--- src/rtl/mulWbPkg.sv ---
// writeback side definitions
// tag width default, credit default and credit counter sizing

package mulWbPkg;

	// destination tag width
	localparam int DEFAULT_TAG_W = 6;

	// result slots owned by the writeback side
	localparam int DEFAULT_CREDITS = 4;

	// counter must hold every value from zero to the full credit count
	localparam int CREDIT_W = $clog2(DEFAULT_CREDITS + 1);

	typedef logic [CREDIT_W-1:0] creditCount_t;

endpackage

--- src/rtl/mulOpPkg.sv ---
// operation encoding for the multiply unit
// operand width default and the iteration count of the core

package mulOpPkg;

	// ======================================================================
	// operation encoding
	// ======================================================================

	// bit 0 selects signed, bit 1 selects the immediate as multiplier
	typedef enum logic [1:0] {
		MUL_UU  = 2'b00,
		MUL_SS  = 2'b01,
		MULI_UU = 2'b10,
		MULI_SS = 2'b11
	} mulOp_t;

	// ======================================================================
	// operand side sizing
	// ======================================================================

	// default operand width, must divide by four
	localparam int DEFAULT_WID = 64;

	// one quarter of the multiplicand is consumed per step
	localparam int STEPS = 4;

endpackage
--- src/rtl/mulUnit.sv ---
// multiply functional unit top level
// operand stage, iterative core and result stage in a chain

`timescale 1ns/1ps

module mulUnit import mulOpPkg::*, mulWbPkg::*; #(
	parameter int WID     = DEFAULT_WID,
	parameter int TAG_W   = DEFAULT_TAG_W,
	parameter int CREDITS = DEFAULT_CREDITS
) (
	input  logic               clk,
	input  logic               rst,
	input  logic               abort,
	input  logic               issueValid,
	input  mulOp_t             issueOp,
	input  logic [WID-1:0]     issueA,
	input  logic [WID-1:0]     issueB,
	input  logic [WID-1:0]     issueImm,
	input  logic [TAG_W-1:0]   issueTag,
	input  logic               wbCredit,
	output logic               issueReady,
	output logic               wbValid,
	output logic [2*WID-1:0]   wbResult,
	output logic [TAG_W-1:0]   wbTag
);

	// operand stage to core
	logic             opValid;
	logic             opReady;
	logic [WID-1:0]   aMag;
	logic [WID-1:0]   bMag;
	logic             negResult;
	logic [TAG_W-1:0] opTag;

	// core to result stage
	logic             prodValid;
	logic             prodReady;
	logic [2*WID-1:0] prod;
	logic             prodNeg;
	logic [TAG_W-1:0] prodTag;

	// ======================================================================
	// stages
	// ======================================================================

	mulOperandStage #(.WID(WID), .TAG_W(TAG_W)) operandStage_inst (
		.clk, .rst, .abort,
		.issueValid, .issueOp, .issueA, .issueB, .issueImm, .issueTag,
		.opReady, .issueReady,
		.opValid, .aMag, .bMag, .negResult, .opTag
	);

	mulIterCore #(.WID(WID), .TAG_W(TAG_W)) iterCore_inst (
		.clk, .rst, .abort,
		.opValid, .aMag, .bMag, .negResult, .opTag, .opReady,
		.prodReady, .prodValid, .prod, .prodNeg, .prodTag
	);

	mulResultStage #(.WID(WID), .TAG_W(TAG_W), .CREDITS(CREDITS)) resultStage_inst (
		.clk, .rst, .abort,
		.prodValid, .prod, .prodNeg, .prodTag, .prodReady,
		.wbCredit, .wbValid, .wbResult, .wbTag
	);

endmodule

--- src/rtl/mulResultStage.sv ---
// result stage of the multiply unit
// sign restore, output register and writeback credit counter

`timescale 1ns/1ps

module mulResultStage import mulWbPkg::*; #(
	parameter int WID,
	parameter int TAG_W,
	parameter int CREDITS
) (
	input  logic               clk,
	input  logic               rst,
	input  logic               abort,
	input  logic               prodValid,
	input  logic [2*WID-1:0]   prod,
	input  logic               prodNeg,
	input  logic [TAG_W-1:0]   prodTag,
	input  logic               wbCredit,
	output logic               prodReady,
	output logic               wbValid,
	output logic [2*WID-1:0]   wbResult,
	output logic [TAG_W-1:0]   wbTag
);

	logic         full;
	logic         take;
	creditCount_t creditCnt;

	// ======================================================================
	// handshake
	// ======================================================================

	// send whenever a result is held and a slot is free downstream
	assign wbValid = full && (creditCnt != '0) && !abort;

	// empty, or emptied by the send in this cycle
	assign prodReady = !full || wbValid;
	assign take      = prodValid && prodReady;

	// ======================================================================
	// output register
	// ======================================================================

	always_ff @(posedge clk) begin
		if (rst || abort) begin
			full <= 1'b0;
		end else if (take) begin
			full <= 1'b1;
		end else if (wbValid) begin
			full <= 1'b0;
		end
	end

	always_ff @(posedge clk) begin
		if (take) begin
			// two's complement of the magnitude product
			wbResult <= prodNeg ? -prod : prod;
			wbTag    <= prodTag;
		end
	end

	// ======================================================================
	// credit counter
	// ======================================================================

	// kept across abort, slots downstream are still owned
	always_ff @(posedge clk) begin
		if (rst) begin
			creditCnt <= creditCount_t'(CREDITS);
		end else begin
			case ({wbValid, wbCredit})
				2'b10: creditCnt <= creditCnt - creditCount_t'(1);
				2'b01: creditCnt <= creditCnt + creditCount_t'(1);
				// send and return together cancel
				default: creditCnt <= creditCnt;
			endcase
		end
	end

	creditBound: assert property (@(posedge clk) disable iff (rst)
		creditCnt <= creditCount_t'(CREDITS));

	// writeback side never returns a slot it was not given
	noExtraReturn: assert property (@(posedge clk) disable iff (rst)
		((creditCnt == creditCount_t'(CREDITS)) && !wbValid) |-> !wbCredit);

endmodule

--- src/rtl/mulIterCore.sv ---
// iterative multiply core
// shift and add over quarters of the multiplicand, STEPS steps
// per product, product held until the result stage takes it

`timescale 1ns/1ps

module mulIterCore import mulOpPkg::*; #(
	parameter int WID,
	parameter int TAG_W
) (
	input  logic               clk,
	input  logic               rst,
	input  logic               abort,
	input  logic               opValid,
	input  logic [WID-1:0]     aMag,
	input  logic [WID-1:0]     bMag,
	input  logic               negResult,
	input  logic [TAG_W-1:0]   opTag,
	input  logic               prodReady,
	output logic               opReady,
	output logic               prodValid,
	output logic [2*WID-1:0]   prod,
	output logic               prodNeg,
	output logic [TAG_W-1:0]   prodTag
);

	// digit width and the width of one step sum
	localparam int Q     = WID / 4;
	localparam int SUM_W = WID + Q;
	localparam int CNT_W = $clog2(STEPS + 1);

	logic [WID-1:0]   mcand;
	logic [WID-1:0]   mplier;
	logic [2*WID-1:0] acc;
	logic [CNT_W-1:0] stepCnt;
	logic [SUM_W-1:0] stepSum;
	logic             running;
	logic             load;

	// ======================================================================
	// handshake
	// ======================================================================

	assign running = (stepCnt != '0);

	// idle, or handing the finished product on in this cycle
	assign opReady = (!running && !prodValid) || (prodValid && prodReady);
	assign load    = opValid && opReady;

	// ======================================================================
	// datapath
	// ======================================================================

	// full multiplier times low digit, plus upper half of the partial product
	assign stepSum = SUM_W'(mplier) * SUM_W'(mcand[Q-1:0]) + SUM_W'(acc[2*WID-1:WID]);

	always_ff @(posedge clk) begin
		if (load) begin
			mcand   <= aMag;
			mplier  <= bMag;
			acc     <= '0;
			prodNeg <= negResult;
			prodTag <= opTag;
		end else if (running) begin
			// next digit moves into the low quarter
			mcand <= mcand >> Q;
			// partial product slides down one digit, step sum on top
			acc   <= {stepSum, acc[WID-1:Q]};
		end
	end

	assign prod = acc;

	// ======================================================================
	// step counter and product valid
	// ======================================================================

	always_ff @(posedge clk) begin
		if (rst || abort) begin
			stepCnt   <= '0;
			prodValid <= 1'b0;
		end else begin
			if (load) begin
				stepCnt <= CNT_W'(STEPS);
			end else if (running) begin
				stepCnt <= stepCnt - CNT_W'(1);
			end
			// last step lands in the same edge that raises valid
			if (running && (stepCnt == CNT_W'(1))) begin
				prodValid <= 1'b1;
			end else if (prodValid && prodReady) begin
				prodValid <= 1'b0;
			end
		end
	end

	// a finished product never overlaps an active step count
	noValidWhileRunning: assert property (@(posedge clk) disable iff (rst)
		prodValid |-> !running);

	// stalled product keeps its value
	prodHeld: assert property (@(posedge clk) disable iff (rst)
		(prodValid && !prodReady && !abort) |=> (prodValid && $stable(prod)));

endmodule

--- src/rtl/mulOperandStage.sv ---
// operand stage of the multiply unit
// picks the multiplier source, takes magnitudes for signed ops
// and records the sign of the result

`timescale 1ns/1ps

module mulOperandStage import mulOpPkg::*; #(
	parameter int WID,
	parameter int TAG_W
) (
	input  logic             clk,
	input  logic             rst,
	input  logic             abort,
	input  logic             issueValid,
	input  mulOp_t           issueOp,
	input  logic [WID-1:0]   issueA,
	input  logic [WID-1:0]   issueB,
	input  logic [WID-1:0]   issueImm,
	input  logic [TAG_W-1:0] issueTag,
	input  logic             opReady,
	output logic             issueReady,
	output logic             opValid,
	output logic [WID-1:0]   aMag,
	output logic [WID-1:0]   bMag,
	output logic             negResult,
	output logic [TAG_W-1:0] opTag
);

	logic           isImm;
	logic           isSigned;
	logic [WID-1:0] multSel;
	logic [WID-1:0] aAbs;
	logic [WID-1:0] bAbs;
	logic           take;

	// ======================================================================
	// decode and operand conditioning
	// ======================================================================

	assign isImm    = (issueOp == MULI_UU) || (issueOp == MULI_SS);
	assign isSigned = (issueOp == MUL_SS) || (issueOp == MULI_SS);

	// immediate forms replace the second register
	assign multSel = isImm ? issueImm : issueB;

	// most negative value maps to its unsigned magnitude
	assign aAbs = (isSigned && issueA[WID-1]) ? -issueA : issueA;
	assign bAbs = (isSigned && multSel[WID-1]) ? -multSel : multSel;

	// free slot, or the slot drains this cycle; nothing enters during abort
	assign issueReady = (!opValid || opReady) && !abort;
	assign take       = issueValid && issueReady;

	// ======================================================================
	// stage register
	// ======================================================================

	always_ff @(posedge clk) begin
		if (rst || abort) begin
			opValid <= 1'b0;
		end else if (issueReady) begin
			opValid <= issueValid;
		end
	end

	always_ff @(posedge clk) begin
		if (take) begin
			aMag      <= aAbs;
			bMag      <= bAbs;
			// result negative when exactly one operand is negative
			negResult <= isSigned && (issueA[WID-1] ^ multSel[WID-1]);
			opTag     <= issueTag;
		end
	end

	// held operation stays put until the core takes it
	holdUntilTaken: assert property (@(posedge clk) disable iff (rst)
		(opValid && !opReady && !abort) |=> opValid);

endmodule

--- config.mk ---
export PLATFORM = sky130hd
export DESIGN_NAME = mulUnit
export DESIGN_NICKNAME = d
export VERILOG_FILES = /design/src/rtl/mulWbPkg.sv /design/src/rtl/mulOpPkg.sv /design/src/rtl/mulUnit.sv /design/src/rtl/mulResultStage.sv /design/src/rtl/mulIterCore.sv /design/src/rtl/mulOperandStage.sv
export SDC_FILE = /design/constraint.sdc
export NUM_CORES = 2
export LEC_CHECK = 0
export ABC_AREA = 1
export BUFFER_PORTS_ARGS = -buffer_cell sky130_fd_sc_hd__buf_4
export CORE_MARGIN = 4
export CORE_UTILIZATION = 41
export CTS_CLUSTER_DIAMETER = 80
export CTS_CLUSTER_SIZE = 20
export DETAILED_ROUTE_END_ITERATION = 10
export PLACE_DENSITY = 0.55
export SKIP_CTS_REPAIR_TIMING = 1
export SLEW_MARGIN = 40
export SYNTH_ARGS = -nofsm -noshare
export SYNTH_HDL_FRONTEND = slang
export SYNTH_SLANG_ARGS = --single-unit
--- constraint.sdc ---
create_clock -name clk -period 17 [get_ports clk]
set_clock_uncertainty 0.15 [all_clocks]
set_input_delay 1.7 -clock clk [delete_from_list [all_inputs] [get_ports clk]]
set_output_delay 1.7 -clock clk [all_outputs]
set_load 0.1 [all_outputs]
=== Word level (Yosys, flattened, before mapping) ===
Index checks and enable logic that the tools add are counted.

* Register bits after elaboration: 541
* Logic and storage cells: 74
* Input port bits: 205
* Output and inout port bits: 136

* Bitwise gates (word level): 1
* Add/sub/neg operators: 7
* Reduce and logical (&&, ||, !) cells: 29
* Mux-type cells: 13
* Equal/unequal tests: 6
* Multiply operators: 1

{| class="wikitable"
|+ Operators with widths
! operator !! count
|-
| 2-to-1 mux 64 bit || 5
|-
| 2-to-1 mux 128 bit || 1
|-
| negator 128 bit || 1
|-
| negator 64 bit || 2
|-
| adder 80 x 64 -> 80 bit || 1
|-
| multiplier 64 x 16 -> 80 bit || 1
|-
| logical AND 1 bit || 11
|-
| nonzero test 2 bit || 4
|-
| == test 2 bit (second input constant) || 3
|-
| logical OR 1 bit || 6
|-
| 2-to-1 mux 3 bit || 2
|-
| one-hot mux 3 bit (2 select lines) || 1
|-
| nonzero test 3 bit || 2
|-
| subtractor 3 x 1 -> 3 bit (second input constant) || 2
|-
| logical NOT 1 bit || 5
|-
| == test 2 x 1 -> 1 bit (second input constant) || 2
|-
| 2-to-1 mux 1 bit || 4
|-
| adder 3 x 1 -> 3 bit (second input constant) || 1
|-
| == test 3 x 1 -> 1 bit (second input constant) || 1
|-
| OR reduction 2 bit || 1
|-
| bitwise XOR 1 bit || 1
|}

=== Logic depth before layout (Yosys ltp) ===
* Depth after elaboration: 9
* Depth in mapped cells: 33
* Depth with buffers taken out: 31

=== Hierarchy ===
A second synthesis with hierarchy kept.

* Cell total of the unflattened synthesis: 8981
* Area, all modules: 66288.6 um^2

{| class="wikitable"
|+ Modules (own cells, without submodules)
! module !! cells each !! times used !! area each (um^2) !! sequential area each (um^2)
|-
| mulIterCore || 6219 || 1 || 46703.5 || 6696.4
|-
| mulOperandStage || 1441 || 1 || 9905.8 || 4073.9
|-
| mulResultStage || 1321 || 1 || 9679.3 || 4103.9
|}

=== Worst setup path after synthesis ===
No wires, ideal clock.

* Path kind: input-to-reg
* Start point: input abort
* End point: register resultStage_inst.wbResult[0], enable pin
* Arrival time: 9.784 ns
* Buffers on the path: 0
* Stages on the path: 3
* Slack: 6.438 ns
* Library setup time: 0.628 ns
* Required time: 16.222 ns
* Cells stage by stage: nor3_1 nor2_1 nor2_1

* Cells in the longest elaborated chain, start to end: 4

{| class="wikitable"
|+ Ends and longest elaborated chain
! item !! line !! RTL
|-
| start: declaration || mulUnit.sv:13 || <nowiki>input logic abort,</nowiki>
|-
| logical NOT 1 bit || mulResultStage.sv:34 || <nowiki>assign wbValid = full && (creditCnt != '0) && !abort;</nowiki>
|-
| logical AND 1 bit || mulResultStage.sv:34 ||
|-
| logical OR 1 bit || mulResultStage.sv:37 || <nowiki>assign prodReady = !full || wbValid;</nowiki>
|-
| logical AND 1 bit || mulResultStage.sv:38 || <nowiki>assign take = prodValid && prodReady;</nowiki>
|-
| net resultStage_inst.take || mulResultStage.sv:26 || <nowiki>logic take;</nowiki>
|-
| end signal: assignment || mulResultStage.sv:57 || <nowiki>wbResult <= prodNeg ? -prod : prod;</nowiki>
|-
| end: declaration || mulResultStage.sv:21 || <nowiki>output logic [2*WID-1:0] wbResult,</nowiki>
|}

The timed path passes the listed nets, and every way through them passes these cells.
A chain may end at the register's enable or synchronous reset.

=== Worst setup path in the final report ===
* Start point: register iterCore_inst.mcand[4]
* End point: register iterCore_inst.acc[90], in the netlist iterCore_inst.prod[90]

* Cells in the longest elaborated chain, start to end: 2

{| class="wikitable"
|+ Ends and longest elaborated chain
! item !! line !! RTL
|-
| start: declaration || mulIterCore.sv:32 || <nowiki>logic [WID-1:0] mcand;</nowiki>
|-
| start signal: assignment || mulIterCore.sv:59 || <nowiki>mcand <= aMag;</nowiki>
|-
| start signal: assignment || mulIterCore.sv:66 || <nowiki>mcand <= mcand >> Q;</nowiki>
|-
| multiplier 64 x 16 -> 80 bit || mulIterCore.sv:55 || <nowiki>assign stepSum = SUM_W'(mplier) * SUM_W'(mcand[Q-1:0]) + SUM_W'(acc[2*WID-1:WID]);</nowiki>
|-
| adder 80 x 64 -> 80 bit || mulIterCore.sv:55 ||
|-
| end signal: assignment || mulIterCore.sv:68 || <nowiki>acc <= {stepSum, acc[WID-1:Q]};</nowiki>
|-
| end: declaration || mulIterCore.sv:34 || <nowiki>logic [2*WID-1:0] acc;</nowiki>
|}

Every way passes these cells.

==> results.md <==
- Fraction of layout cells with a size suffix above 1: under 10%
- Post-synth EDFFs: around 400
- Synth-to-layout area growth: 9.03%
- GRT Total Usage: between 20% and 30%
- FMAX: around 130 MHz
- Number of DRC markers in iteration 0: between 4,000 and 5,000
- R2R depth: 24
- Worst Setup EP: iterCore_inst.prod[90]
- WP data required: approximately 17 ns
- Syn nets: a little under 10,000
- Initial antenna violation count: 1
- Vias per inst: 5.00
- Routability cong.: roughly 1.0
- Clk slew on worst S/H paths: approximately 0.08 ns
- Main synth FF type: edfxtp_1
- Relative slew slack: 40.8%
- Antenna viol nets, final: 0
- RSZ-0062 raised after global routing: false
- Final number of setup-violating endpoints: 0
- Clock root buffer: clkbuf_16
- Fin area: slightly above 70,000 um^2
- H-tree depth: 2
- WP data arrival: about 7.9 ns
- Die Width: roughly 410 um
- Worst slew pin tran: 0.889 ns
- Hold violation total from the final report: 0
- Post-Syn Area: about 65,000 um^2
- Worst hold slack: around 0.26 ns
- # nets final: ~10,000
- IO Pins: 341
- Asr flop ratio synth: 0%
- # fillers: 16,200
- Synth Warn #: 0
- Antenna cells: 0
- Clock tree buffer depth: 3
- Maxcap violations: 0
- I/O Buffers: 340
- DRT Pass-1 Iters: 8
- Final design utilization: a little under half
- Setup crit end kind: flop
- CTS tree: yes
- Routed Wire Length: between 200 and 250 mm
- Die area: 165,000 um^2
- Placed inst area: approximately 69,000 um^2
- Tcrit/Tclk final: between 40 and 50%
- DRC violation count after routing: 0
- Mapped Cells: 8,556
- Sequential share of the synthesized area: a little under a quarter
- Worst reg2reg setup slack: around 9.5 ns
- Routed via count: ~54,000
- CP startpoint: iterCore_inst.mcand[4]
- Chip height: 406 um
- Clk sinks: 541
- Setup CP Type: flop to flop
- Initial Util: 41.4%
- CTS buffer count: 43
- Core footprint: 157,000 um^2
- Hold Path Class: flop to flop
- Cell row count: about 150
- Grt total ovfl: 0
- FF-to-FF End: iterCore_inst.prod[90]
- Min Tclk post-route: 7.54 ns
- Routed wirelength normalized by instance count: 20.7 um
- Fin. max-slew vios: 0
- Largest net degree at the start of global routing: 106
- Post-DP HPWL: ~180 mm
- Worst-Skew Late Latency: around 0.65 ns
- Vias in the first global route: roughly 55,000
- FF-to-FF Start: iterCore_inst.mcand[4]
- Crit start category: flop
- Library cells used by synthesis: 52
- #FFs+latches synth: ~540
- Setup TNS: 0 ns
- Critical path peak fanout: 47
- First-pass GRT wire length: about 340 mm
- Synthesized area per cell: ~7.6 um^2
- Outcome: finished, final reports clean
[cell usage in the layout (no fill, tap or decap), drive strengths merged, types with 36 or more instances in the layout]
master and instances:
dfxtp 137, buf 416, nand3 216, nor3 57, a21oi 117, clkbuf 51
ha 162, xor2 248, o21ai 286, nor2 594, nand2 2530, fa 931
edfxtp 404, nand4 114, o21bai 36, inv 2277
[cells by family after synthesis]
kind of cell,count (synthesis),synth area share (%)
xor gates and xnor gates,278,3.75
adders and majority gates,1093,31.8
DFF,541,22.9
AOI/OAI and AO/OA,476,4.08
muxes,2,0.0308
buffers and inverters,2610,15.3
and+or+nand+nor,3556,22.1
[layout make-up]
class                      instances  area (um^2)  share of cell area [%]
multi-input combinational       5405        40200                    56.8
tap                             2058         2570                    3.64
timing repair buffer             416         3230                    4.56
inverter                        2266         8520                    12.0
clock buffer                      51         1110                    1.56
clock inverter                    24          320                   0.452
sequential                       541        14900                    21.0
[worst min path at each step]
stage	slack, ns	cells after the start	startpoint	to
floorplan	0.25	0	operandStage_inst.bMag[0]	iterCore_inst.mplier[0]
global placement	0.25	0	iterCore_inst.prodTag[0]	resultStage_inst.wbTag[0]
detailed placement	0.25	0	operandStage_inst.bMag[17]	iterCore_inst.mplier[17]
CTS	0.26	0	operandStage_inst.bMag[2]	iterCore_inst.mplier[2]
global route	0.27	0	operandStage_inst.bMag[2]	iterCore_inst.mplier[2]
finish	0.26	0	operandStage_inst.bMag[23]	iterCore_inst.mplier[23]
[routing by layer]
layer  vias up  routed length [um]  GRT usage, %
li1      25100                   -             -
met1     26500              100000          39.3
met2      1978               99200          42.5
met3       231               17600          4.36
met4         0                5770          6.60
met5         -                   0             0
[registers in the layout, indices dropped and copies added, names as in the netlist]
| signal | count |
|---|---|
| iterCore_inst.prodTag | 6 |
| resultStage_inst.wbTag | 6 |
| iterCore_inst.mcand | 64 |
| operandStage_inst.negResult | 1 |
| iterCore_inst.prodNeg | 1 |
| iterCore_inst.prod | 128 |
| iterCore_inst.stepCnt | 3 |
| operandStage_inst.opTag | 6 |
| resultStage_inst.full | 1 |
| operandStage_inst.opValid | 1 |
| iterCore_inst.prodValid | 1 |
| resultStage_inst.creditCnt | 3 |
| resultStage_inst.wbResult | 128 |
| operandStage_inst.bMag | 64 |
| operandStage_inst.aMag | 64 |
| iterCore_inst.mplier | 64 |
[synthesized netlist by cell type, types with 3 or more instances]
cell / count / area (um^2)
nand2_2: 30 / 188
o21ai_2: 14 / 123
or2_2: 8 / 50.1
a21oi_1: 114 / 571
nor3b_1: 3 / 22.5
nor4_1: 17 / 106
xor2_1: 248 / 2170
clkbuf_1: 273 / 1020
nand4_1: 113 / 707
xnor2_1: 30 / 263
edfxtp_1: 404 / 12100
nand3_1: 214 / 1070
buf_4: 4 / 30.0
inv_2: 18 / 67.6
o21a_1: 3 / 22.5
nor2_1: 548 / 2060
and3_1: 4 / 25.0
o21ai_1: 39 / 195
nor3_2: 7 / 70.1
clkinv_1: 3 / 11.3
nor2_4: 7 / 78.8
a31oi_1: 6 / 37.5
buf_6: 12 / 135
inv_1: 2244 / 8420
o21bai_1: 36 / 270
ha_1: 162 / 2030
o211ai_1: 18 / 135
nor2_2: 39 / 244
o21ai_0: 231 / 1160
buf_1: 38 / 143
nand3b_1: 10 / 75.1
o31ai_1: 4 / 30.0
fa_1: 931 / 18600
buf_2: 17 / 85.1
dfxtp_1: 137 / 2740
nand2_1: 2499 / 9380
nor3_1: 50 / 250
[critical path, cell delays in order, from the launching register on]
cell	delay (ns)
edfxtp_1	0.81
buf_4	0.68
nand2_1	0.13
inv_1	0.10
fa_1	0.42
inv_1	0.10
fa_1	0.44
fa_1	0.53
inv_1	0.05
fa_1	0.51
fa_1	0.56
inv_1	0.06
fa_1	0.56
inv_1	0.05
ha_1	0.38
nand2_1	0.15
inv_1	0.05
nand2_1	0.06
nand2_1	0.09
a21oi_1	0.15
nand3_1	0.22
nand2_1	0.13
nand2_1	0.23
xnor2_1	0.68
a21oi_1	0.13
[metrics by stage]
stage | cells | worst slack [ns]
4_1_cts | 10800 | 9.51
3_5_place_dp | 10700 | 9.51
2_1_floorplan | 8556 | 6.44
6_report | 10800 | 9.46
3_3_place_gp | 10700 | 9.57
5_1_grt | 10800 | 9.08
Power is not shown: default switching activity piles up to over one toggle a cycle in this logic, so the estimate is an artifact.
